`config.mk`:
```
export PLATFORM = sky130hd
export DESIGN_NAME = c16_keyboard
export DESIGN_NICKNAME = d
export VERILOG_FILES = /design/src/common/c16_kbd_pkg.sv /design/src/ps2/ps2_receiver.sv /design/src/keymatrix/scancode_decoder.sv /design/src/keymatrix/key_matrix.sv /design/src/rtl/keyport_6529.sv /design/src/rtl/kbus_scan.sv /design/src/rtl/c16_keyboard.sv
export SDC_FILE = /design/constraint.sdc
export NUM_CORES = 1
export LEC_CHECK = 0
export BUFFER_PORTS_ARGS = -buffer_cell sky130_fd_sc_hd__buf_2
export CAP_MARGIN = 40
export CORE_UTILIZATION = 50
export DETAILED_ROUTE_END_ITERATION = 6
export HOLD_SLACK_MARGIN = 0.12
export PLACE_DENSITY = 0.69
export SETUP_SLACK_MARGIN = 0.3
export SYNTH_ARGS = -nofsm -noshare
export SYNTH_HDL_FRONTEND = slang
export SYNTH_HIERARCHICAL = 1
export SYNTH_SLANG_ARGS = --single-unit
```
`constraint.sdc`:
```
create_clock -name CLK28 -period 2.35 [get_ports CLK28]
set_input_delay 0.1175 -clock CLK28 [delete_from_list [all_inputs] [get_ports CLK28]]
set_output_delay 0.1175 -clock CLK28 [all_outputs]
set_load 0.01 [all_outputs]
```
`src/common/c16_kbd_pkg.sv`:
```
`default_nettype none

package c16_kbd_pkg;

	// Scancode prefix tracking in the decoder
	typedef enum logic [1:0] {
		ST_IDLE,
		ST_EXT,
		ST_BREAK,
		ST_EXT_BREAK
	} kbd_state_e;

	// Key operation applied to the matrix
	typedef enum logic [0:0] {
		OP_PRESS,
		OP_RELEASE
	} key_op_e;

	// C16 keyboard matrix, 8 rows by 8 columns
	localparam int MATRIX_ROWS = 8;
	localparam int MATRIX_COLS = 8;

	// One matrix position for a scancode
	typedef struct packed {
		logic       valid;
		logic [2:0] row;
		logic [2:0] col;
	} key_code_t;

	//////////////////////////////////////////////////
	// Scancode set 2 to C16 matrix
	//////////////////////////////////////////////////
	function automatic key_code_t map_scancode(
		input  logic [7:0] code,
		input  logic       ext,
		output logic       is_ctrl,
		output logic       is_alt,
		output logic       is_del
	);
		key_code_t k;
		k       = '0;
		is_ctrl = 1'b0;
		is_alt  = 1'b0;
		is_del  = 1'b0;
		// Index is {extended, code}
		case ({ext, code})
			9'h01C: k = '{1'b1, 3'd1, 3'd2};	// A
			9'h01B: k = '{1'b1, 3'd1, 3'd5};	// S
			9'h023: k = '{1'b1, 3'd2, 3'd2};	// D
			9'h01D: k = '{1'b1, 3'd1, 3'd1};	// W
			9'h01A: k = '{1'b1, 3'd1, 3'd4};	// Z
			9'h022: k = '{1'b1, 3'd2, 3'd7};	// X
			9'h016: k = '{1'b1, 3'd7, 3'd0};	// 1
			9'h01E: k = '{1'b1, 3'd7, 3'd3};	// 2
			9'h026: k = '{1'b1, 3'd1, 3'd0};	// 3
			9'h025: k = '{1'b1, 3'd1, 3'd3};	// 4
			9'h05A: k = '{1'b1, 3'd0, 3'd1};	// RETURN
			9'h029: k = '{1'b1, 3'd7, 3'd4};	// SPACE
			// Keypad 8, 2, 4, 6 act as cursor keys
			9'h075: k = '{1'b1, 3'd5, 3'd3};	// Up
			9'h072: k = '{1'b1, 3'd5, 3'd0};	// Down
			9'h06B: k = '{1'b1, 3'd6, 3'd0};	// Left
			9'h074: k = '{1'b1, 3'd6, 3'd3};	// Right
			9'h012: k = '{1'b1, 3'd1, 3'd7};	// Left shift
			9'h00D: k = '{1'b1, 3'd7, 3'd5};	// Tab is the Commodore key
			// Reset combination keys, not part of the matrix
			9'h014: is_ctrl = 1'b1;
			9'h011: is_alt  = 1'b1;
			9'h171: is_del  = 1'b1;
			default: k = '0;
		endcase
		return k;
	endfunction

endpackage

`default_nettype wire

```
`src/ps2/ps2_receiver.sv`:
```
`timescale 1ns/1ps
`default_nettype none

module ps2_receiver #(
	parameter int FILTER_LEN = 4
) (
	input  wire        CLK28,
	input  wire        rst,
	input  wire        ps2_clk,
	input  wire        ps2_data,
	output logic [7:0] rx_byte,
	output logic       rx_done
);

	localparam int CNT_W = $clog2(FILTER_LEN + 1);

	//////////////////////////////////////////////////
	// Input synchronizers
	//////////////////////////////////////////////////
	logic [1:0] clk_sync;
	logic [1:0] data_sync;

	always_ff @(posedge CLK28) begin
		clk_sync  <= {clk_sync[0], ps2_clk};
		data_sync <= {data_sync[0], ps2_data};
	end

	//////////////////////////////////////////////////
	// Clock glitch filter
	//////////////////////////////////////////////////
	logic             clk_filt;
	logic [CNT_W-1:0] filt_cnt;
	logic             clk_fall;

	// Level accepted after FILTER_LEN samples that differ from the current one
	assign clk_fall = clk_filt && !clk_sync[1] && (filt_cnt == CNT_W'(FILTER_LEN - 1));

	always_ff @(posedge CLK28) begin
		if (rst) begin
			clk_filt <= 1'b1;
			filt_cnt <= '0;
		end else if (clk_sync[1] == clk_filt) begin
			filt_cnt <= '0;
		end else if (filt_cnt == CNT_W'(FILTER_LEN - 1)) begin
			clk_filt <= clk_sync[1];
			filt_cnt <= '0;
		end else begin
			filt_cnt <= filt_cnt + 1'b1;
		end
	end

	//////////////////////////////////////////////////
	// Frame shifter, LSB first
	//////////////////////////////////////////////////
	logic [10:0] frame;
	logic [10:0] frame_next;
	logic [3:0]  bit_cnt;
	logic        frame_ok;

	assign frame_next = {data_sync[1], frame[10:1]};
	// Start 0, odd parity over data and parity, stop 1
	assign frame_ok = !frame_next[0] && (^frame_next[9:1]) && frame_next[10];

	always_ff @(posedge CLK28) begin
		if (rst) begin
			bit_cnt <= '0;
			rx_done <= 1'b0;
		end else begin
			rx_done <= 1'b0;
			if (clk_fall) begin
				if (bit_cnt == 4'd10) begin
					bit_cnt <= '0;
					rx_done <= frame_ok;
				end else if (bit_cnt != 4'd0 || !data_sync[1]) begin
					// A high line in the start slot is not a frame start
					bit_cnt <= bit_cnt + 1'b1;
				end
			end
		end
	end

	always_ff @(posedge CLK28) begin
		if (clk_fall) begin
			frame <= frame_next;
		end
		if (clk_fall && bit_cnt == 4'd10) begin
			rx_byte <= frame_next[8:1];
		end
	end

endmodule

`default_nettype wire

```
`src/keymatrix/scancode_decoder.sv`:
```
`timescale 1ns/1ps
`default_nettype none

module scancode_decoder (
	input  wire                   CLK28,
	input  wire                   rst,
	input  wire  [7:0]            rx_byte,
	input  wire                   rx_done,
	output logic                  op_valid,
	output c16_kbd_pkg::key_op_e  op,
	output logic [2:0]            op_row,
	output logic [2:0]            op_col,
	output logic                  sp_ctrl,
	output logic                  sp_alt,
	output logic                  sp_del,
	output logic                  sp_press
);

	import c16_kbd_pkg::*;

	kbd_state_e state;
	key_code_t  kc;
	logic       is_ext;
	logic       is_rel;
	logic       hit_ctrl;
	logic       hit_alt;
	logic       hit_del;
	logic       is_prefix;

	// Prefix flags held by the state
	assign is_ext    = (state == ST_EXT) || (state == ST_EXT_BREAK);
	assign is_rel    = (state == ST_BREAK) || (state == ST_EXT_BREAK);
	assign is_prefix = (rx_byte == 8'hE0) || (rx_byte == 8'hF0);

	always_comb begin
		kc = map_scancode(rx_byte, is_ext, hit_ctrl, hit_alt, hit_del);
	end

	//////////////////////////////////////////////////
	// Prefix FSM and output strobes
	//////////////////////////////////////////////////
	always_ff @(posedge CLK28) begin
		if (rst) begin
			state    <= ST_IDLE;
			op_valid <= 1'b0;
			sp_ctrl  <= 1'b0;
			sp_alt   <= 1'b0;
			sp_del   <= 1'b0;
		end else begin
			op_valid <= 1'b0;
			sp_ctrl  <= 1'b0;
			sp_alt   <= 1'b0;
			sp_del   <= 1'b0;
			if (rx_done) begin
				if (rx_byte == 8'hE0) begin
					state <= is_rel ? ST_EXT_BREAK : ST_EXT;
				end else if (rx_byte == 8'hF0) begin
					state <= is_ext ? ST_EXT_BREAK : ST_BREAK;
				end else begin
					// Code byte ends the sequence, unmapped codes drop out here
					state    <= ST_IDLE;
					op_valid <= kc.valid;
					sp_ctrl  <= hit_ctrl;
					sp_alt   <= hit_alt;
					sp_del   <= hit_del;
				end
			end
		end
	end

	// Operation payload, qualified by the strobes above
	always_ff @(posedge CLK28) begin
		if (rx_done && !is_prefix) begin
			op       <= is_rel ? OP_RELEASE : OP_PRESS;
			op_row   <= kc.row;
			op_col   <= kc.col;
			sp_press <= !is_rel;
		end
	end

endmodule

`default_nettype wire

```
`src/keymatrix/key_matrix.sv`:
```
`timescale 1ns/1ps
`default_nettype none

module key_matrix (
	input  wire                   CLK28,
	input  wire                   rst,
	input  wire                   op_valid,
	input  wire  c16_kbd_pkg::key_op_e op,
	input  wire  [2:0]            op_row,
	input  wire  [2:0]            op_col,
	input  wire                   sp_ctrl,
	input  wire                   sp_alt,
	input  wire                   sp_del,
	input  wire                   sp_press,
	output logic [c16_kbd_pkg::MATRIX_ROWS*c16_kbd_pkg::MATRIX_COLS-1:0] matrix,
	output logic                  keyreset
);

	import c16_kbd_pkg::*;

	localparam int KEYS = MATRIX_ROWS * MATRIX_COLS;

	logic [$clog2(KEYS)-1:0] key_idx;
	logic                    ctrl_held;
	logic                    alt_held;
	logic                    del_held;

	// Row-major bit index
	assign key_idx = {op_row, op_col};

	//////////////////////////////////////////////////
	// Key states
	//////////////////////////////////////////////////
	always_ff @(posedge CLK28) begin
		if (rst) begin
			matrix <= '0;
		end else if (op_valid) begin
			// Set on press, clear on release
			matrix[key_idx] <= (op == OP_PRESS);
		end
	end

	//////////////////////////////////////////////////
	// Ctrl Alt Del tracking
	//////////////////////////////////////////////////
	always_ff @(posedge CLK28) begin
		if (rst) begin
			ctrl_held <= 1'b0;
			alt_held  <= 1'b0;
			del_held  <= 1'b0;
			keyreset  <= 1'b0;
		end else begin
			if (sp_ctrl) begin
				ctrl_held <= sp_press;
			end
			if (sp_alt) begin
				alt_held <= sp_press;
			end
			if (sp_del) begin
				del_held <= sp_press;
			end
			// One cycle behind the flags
			keyreset <= ctrl_held && alt_held && del_held;
		end
	end

endmodule

`default_nettype wire

```
`src/rtl/keyport_6529.sv`:
```
`timescale 1ns/1ps
`default_nettype none

module keyport_6529 #(
	parameter logic [11:0] KEYPORT_BASE = 12'hFD3
) (
	input  wire         CLK28,
	input  wire         rst,
	input  wire  [15:0] addr,
	input  wire  [7:0]  data_in,
	input  wire         rw,
	input  wire         bus_cycle,
	output logic [7:0]  row_sel,
	output logic [7:0]  keyport_data
);

	logic cs;

	// Whole FD3x page mirrors the single port register
	assign cs = bus_cycle && (addr[15:4] == KEYPORT_BASE);

	always_ff @(posedge CLK28) begin
		if (rst) begin
			row_sel      <= 8'hFF;
			keyport_data <= 8'hFF;
		end else begin
			if (cs && !rw) begin
				row_sel <= data_in;
			end
			// Read back of the port outputs, idle bus floats high
			keyport_data <= (cs && rw) ? row_sel : 8'hFF;
		end
	end

endmodule

`default_nettype wire

```
`src/rtl/kbus_scan.sv`:
```
`timescale 1ns/1ps
`default_nettype none

module kbus_scan (
	input  wire         CLK28,
	input  wire         rst,
	input  wire  [15:0] addr,
	input  wire  [7:0]  data_in,
	input  wire         rw,
	input  wire         bus_cycle,
	input  wire  [c16_kbd_pkg::MATRIX_ROWS*c16_kbd_pkg::MATRIX_COLS-1:0] matrix,
	input  wire  [7:0]  row_sel,
	input  wire  [4:0]  joy0,
	input  wire  [4:0]  joy1,
	output logic [7:0]  kbus
);

	import c16_kbd_pkg::*;

	localparam logic [15:0] JOY_LATCH_ADDR = 16'hFF08;

	logic       joy0_off;
	logic       joy1_off;
	logic [4:0] joy0_act;
	logic [4:0] joy1_act;
	logic [7:0] key_cols;
	logic [7:0] kbus_next;

	// TED keyboard latch, select bits are active low
	always_ff @(posedge CLK28) begin
		if (rst) begin
			joy0_off <= 1'b1;
			joy1_off <= 1'b1;
		end else if (bus_cycle && !rw && addr == JOY_LATCH_ADDR) begin
			joy0_off <= data_in[2];
			joy1_off <= data_in[1];
		end
	end

	assign joy0_act = joy0_off ? 5'h00 : joy0;
	assign joy1_act = joy1_off ? 5'h00 : joy1;

	//////////////////////////////////////////////////
	// Column scan
	//////////////////////////////////////////////////
	always_comb begin
		key_cols = 8'hFF;
		// Any pressed key in a selected row pulls its column low
		for (int r = 0; r < MATRIX_ROWS; r++) begin
			if (!row_sel[r]) begin
				key_cols = key_cols & ~matrix[r*MATRIX_COLS +: MATRIX_COLS];
			end
		end
		kbus_next      = key_cols;
		// Directions share columns 0 to 3, fire has its own column per stick
		kbus_next[3:0] = key_cols[3:0] & ~(joy0_act[3:0] | joy1_act[3:0]);
		kbus_next[6]   = key_cols[6] & ~joy0_act[4];
		kbus_next[7]   = key_cols[7] & ~joy1_act[4];
	end

	always_ff @(posedge CLK28) begin
		if (rst) begin
			kbus <= 8'hFF;
		end else begin
			kbus <= kbus_next;
		end
	end

endmodule

`default_nettype wire

```
`src/rtl/c16_keyboard.sv`:
```
`timescale 1ns/1ps
`default_nettype none

module c16_keyboard #(
	parameter int          FILTER_LEN   = 4,
	parameter logic [11:0] KEYPORT_BASE = 12'hFD3
) (
	input  wire         CLK28,
	input  wire         rst,
	input  wire         ps2_clk,
	input  wire         ps2_data,
	input  wire  [4:0]  joy0,
	input  wire  [4:0]  joy1,
	input  wire  [15:0] addr,
	input  wire  [7:0]  data_in,
	input  wire         rw,
	input  wire         bus_cycle,
	output logic [7:0]  kbus,
	output logic [7:0]  keyport_data,
	output logic        keyreset
);

	import c16_kbd_pkg::*;

	logic [7:0]                           rx_byte;
	logic                                 rx_done;
	logic                                 op_valid;
	key_op_e                              op;
	logic [2:0]                           op_row;
	logic [2:0]                           op_col;
	logic                                 sp_ctrl;
	logic                                 sp_alt;
	logic                                 sp_del;
	logic                                 sp_press;
	logic [MATRIX_ROWS*MATRIX_COLS-1:0]   matrix;
	logic [7:0]                           row_sel;

	//////////////////////////////////////////////////
	// PS/2 side
	//////////////////////////////////////////////////
	ps2_receiver #(
		.FILTER_LEN(FILTER_LEN)
	) u_ps2_receiver (
		.CLK28   (CLK28),
		.rst     (rst),
		.ps2_clk (ps2_clk),
		.ps2_data(ps2_data),
		.rx_byte (rx_byte),
		.rx_done (rx_done)
	);

	scancode_decoder u_scancode_decoder (
		.CLK28   (CLK28),
		.rst     (rst),
		.rx_byte (rx_byte),
		.rx_done (rx_done),
		.op_valid(op_valid),
		.op      (op),
		.op_row  (op_row),
		.op_col  (op_col),
		.sp_ctrl (sp_ctrl),
		.sp_alt  (sp_alt),
		.sp_del  (sp_del),
		.sp_press(sp_press)
	);

	// Key state, also the source of the Ctrl Alt Del reset
	key_matrix u_key_matrix (
		.CLK28   (CLK28),
		.rst     (rst),
		.op_valid(op_valid),
		.op      (op),
		.op_row  (op_row),
		.op_col  (op_col),
		.sp_ctrl (sp_ctrl),
		.sp_alt  (sp_alt),
		.sp_del  (sp_del),
		.sp_press(sp_press),
		.matrix  (matrix),
		.keyreset(keyreset)
	);

	//////////////////////////////////////////////////
	// CPU bus side
	//////////////////////////////////////////////////
	keyport_6529 #(
		.KEYPORT_BASE(KEYPORT_BASE)
	) u_keyport_6529 (
		.CLK28       (CLK28),
		.rst         (rst),
		.addr        (addr),
		.data_in     (data_in),
		.rw          (rw),
		.bus_cycle   (bus_cycle),
		.row_sel     (row_sel),
		.keyport_data(keyport_data)
	);

	kbus_scan u_kbus_scan (
		.CLK28    (CLK28),
		.rst      (rst),
		.addr     (addr),
		.data_in  (data_in),
		.rw       (rw),
		.bus_cycle(bus_cycle),
		.matrix   (matrix),
		.row_sel  (row_sel),
		.joy0     (joy0),
		.joy1     (joy1),
		.kbus     (kbus)
	);

endmodule

`default_nettype wire

```
==> reports/metrics.csv <==
metric;value;unit
gr ovfl total;0;
first-pass GRT wire length;23300;µm
HP Class;input pin to register;
type of origin of the critical path;register;
Final setup viols;0;
register bit total from synthesis;139;
commonest non-fill, non-tap cells in the layout;dfxtp_1 (113), a21oi_1 (59), buf_2 (56);
Cells after Synth;582;
routed via count;4923;
root buffer cell;clkbuf_16;
CP delay by family, top;simple AND/OR/NAND/NOR gates;
initial core utilization;0.512;
post-DR wirelength/cell;18.2;µm
pwr/cell area;706;nW/µm²
final wirelength;14600;µm
sequential cell area fraction in the yosys report;0.494;
fin area;7180;µm²
leakage power;2.54;nW
Std-Cell Rows;40;
multi-input combinational cell area;2750;µm²
met2 wire length;7020;µm
commonest non-fill, non-tap cell in the layout;dfxtp_1;
number of flops mapped to enable cells by yosys;26;
M1 WL;6540;µm
Synth area leader;dfxtp_1;
Max Root-Sink Buffers;2;
worst slew pin tran;0.614;ns
fillers;996;
io pins;57;
FFs w/ async S/R, synth;0;
max incr delay on CP;0.49;ns
maxcap violations;0;
crit path time final;1.88;ns
synthesis-to-layout area growth;16.6;%
Critical Path End Type;register;
Final period util;0.800;
CP bufs+invs;0;
Die Area;12800;µm²
post-synthesis cell type count;69;
sequential share of power;0.479;
die width;113;µm
largest net degree at the start of global routing;81;
RSZ-0062 raised after global routing;no;
Pint;4.02;mW
combinational share of power;0.023;
Nets;685;
status;complete, no violations;
Setup TNS;0;ns
Core Footprint;12000;µm²
CP max FO;6;
mapped cell area;6150;µm²
dominant synthesized flop cell;dfxtp_1;
TritonRoute pass-1 iters;6;
Clock Sinks;139;
clk slew on worst S/H paths;0.06;ns
Crit Path Class;register to register;
highest routed layer;met4;
worst clock skew;0.00594;ns
Placed Instances;752;
vias in the first global route;4542;
Worst-Skew Late Latency;0.42;ns
initial antenna violation count;0;
Slew headroom;0.589;
Non-Filler Instances;802;
DRT iter0 DRCs;525;
antenna viol nets, final;0;
CTS tree;built;
ANT cells;0;
H-tree level count;4;
die height;113;µm
GP Congestion;0.931;
Hold Violations, Final;0;
Mean Syn Cell Area;10.6;µm²
Num CTS Buffers;17;
met3 routed WL;771;µm
top cell type's share of synthesized area;0.368;
total power;5.07;mW
Synthesis Warnings;6;
Req. time, crit path;2.63;ns
Register Area;3040;µm²
Peak Freq;0.532;GHz
layout cell share with drive strength beyond 1;0.212;
Psw;1.04;mW
clock share of power;0.497;
critical path arrival;2.16;ns
port bufs;56;
Tot GR Track Use;0.235;
Final HPWL DP;9750;µm
Mapped Nets;625;
Sw Share;0.206;
Area contributors post-synth;dfxtp_1 (37%), edfxtp_1 (13%), a211oi_1 (6.6%);
slowest CP cell;edfxtp_1;
maximum vdd ir drop;0.453;mV
# DRC;0;
cells along the critical path;or2_2, nor4_2, a21oi_1, o221ai_1, a41o_1;
Final Slew Violations;0;
Vias/cell;6.14;
DP Area;6440;µm²
per-stage QoR:
step                      hold WS (ns)  worst slack [ns]  utilization
final                            0.149             0.469        0.598
after global routing             0.139             0.403        0.598
after CTS                        0.122             0.431        0.594
after detailed placement         0.222             0.448        0.536
after global placement           0.221             0.535        0.536
after floorplan                  0.145             0.475            -
timing repair:
| action | in CTS | in global routing |
|---|---|---|
| hold buffers | 13 | 0 |
| resized for setup | 0 | 1 |
| endpoints found under the hold margin | 9 | 0 |
| setup endpoints to repair | 0 | 9 |
| buffers inserted | 0 | 5 |
area by class of cell:
| cell class | instances | area share |
|---|---|---|
| Multi-Input combinational cell | 372 | 0.383 |
| Inverter | 28 | 0.0146 |
| Clock buffer | 19 | 0.0603 |
| Clock inverter | 13 | 0.0178 |
| Tap cell | 147 | 0.0256 |
| Sequential cell | 139 | 0.424 |
| Timing Repair Buffer | 84 | 0.0746 |
tightest hold or removal path, cell delays in order:
cell and delay [ns]:
buf_2 0.08, a221oi_1 0.08, a31o_2 0.24
power groups by stage:
stage | registers [mW] | clock network (mW) | logic, mW
after global placement | 2.48 | 0 | 0.103
after detailed placement | 2.48 | 0 | 0.106
after floorplan | 2.48 | 0 | 0.0516
after CTS | 2.43 | 2.56 | 0.118
final | 2.43 | 2.52 | 0.119
after global routing | 2.43 | 2.66 | 0.130
Yosys cell counts, types with 3 or more instances:
master	count
inv_1	23
nand2b_1	14
a21oi_2	5
a21oi_1	59
clkbuf_1	15
nor3b_1	3
nand4b_1	3
and3b_1	4
a22o_1	6
nor2b_1	6
buf_6	7
edfxtp_1	26
nor4_1	4
a41o_1	7
inv_2	5
buf_2	11
nor4_2	4
and4b_1	12
a311oi_1	8
nor3_2	3
and2_1	3
nor3_1	6
a31oi_1	9
nand2_1	18
and4bb_2	3
a211oi_2	3
a41oi_1	9
buf_4	10
nand4_1	4
ha_1	3
and4_1	4
xnor2_1	7
mux2i_1	6
a221oi_2	4
nor2_1	22
dfxtp_1	113
a211oi_1	54
a22oi_1	24
or3_1	3
o21ai_0	9
and3_1	3
layer usage:
layer / vias up / global-route usage
met4: 0 / 0.0904
met3: 24 / 0.0605
met1: 2355 / 0.305
met5: - / 0
li1: 2381 / -
met2: 163 / 0.380
worst paths after layout:
path                                     from                           end  slack [ns]  depth (start not counted)
setup / recovery    u_ps2_receiver/rx_byte[6]  u_scancode_decoder/op_row[0]        0.47                          5
hold / removal                        joy0[4]           u_kbus_scan/kbus[6]        0.15                          3
setup reg to reg    u_ps2_receiver/rx_byte[6]  u_scancode_decoder/op_row[0]        0.47                          5
hold reg to reg   u_ps2_receiver/data_sync[0]   u_ps2_receiver/data_sync[1]        0.33                          0
registers in the layout (all words and copies together), names as in the netlist, 2 cells and up:
register                     count
u_scancode_decoder/op_col        3
u_ps2_receiver/filt_cnt          3
u_scancode_decoder/state         2
u_keyport_6529/row_sel           8
u_ps2_receiver/clk_sync          2
u_scancode_decoder/op_row        3
u_ps2_receiver/data_sync         2
u_ps2_receiver/frame            10
u_key_matrix/matrix             64
u_ps2_receiver/bit_cnt           4
u_kbus_scan/kbus                 8
u_ps2_receiver/rx_byte           8
u_keyport_6529/keyport_data      8
logic make-up after synthesis:
| kind of cell | share of synthesized area |
|---|---|
| mux | 0.00976 |
| xor+xnor | 0.0191 |
| compound gates | 0.249 |
| fa+ha+maj | 0.00610 |
| flops | 0.494 |
| buf+inv | 0.0602 |
| simple gates | 0.161 |
No activity file was read; power rests on OpenSTA's default activity.
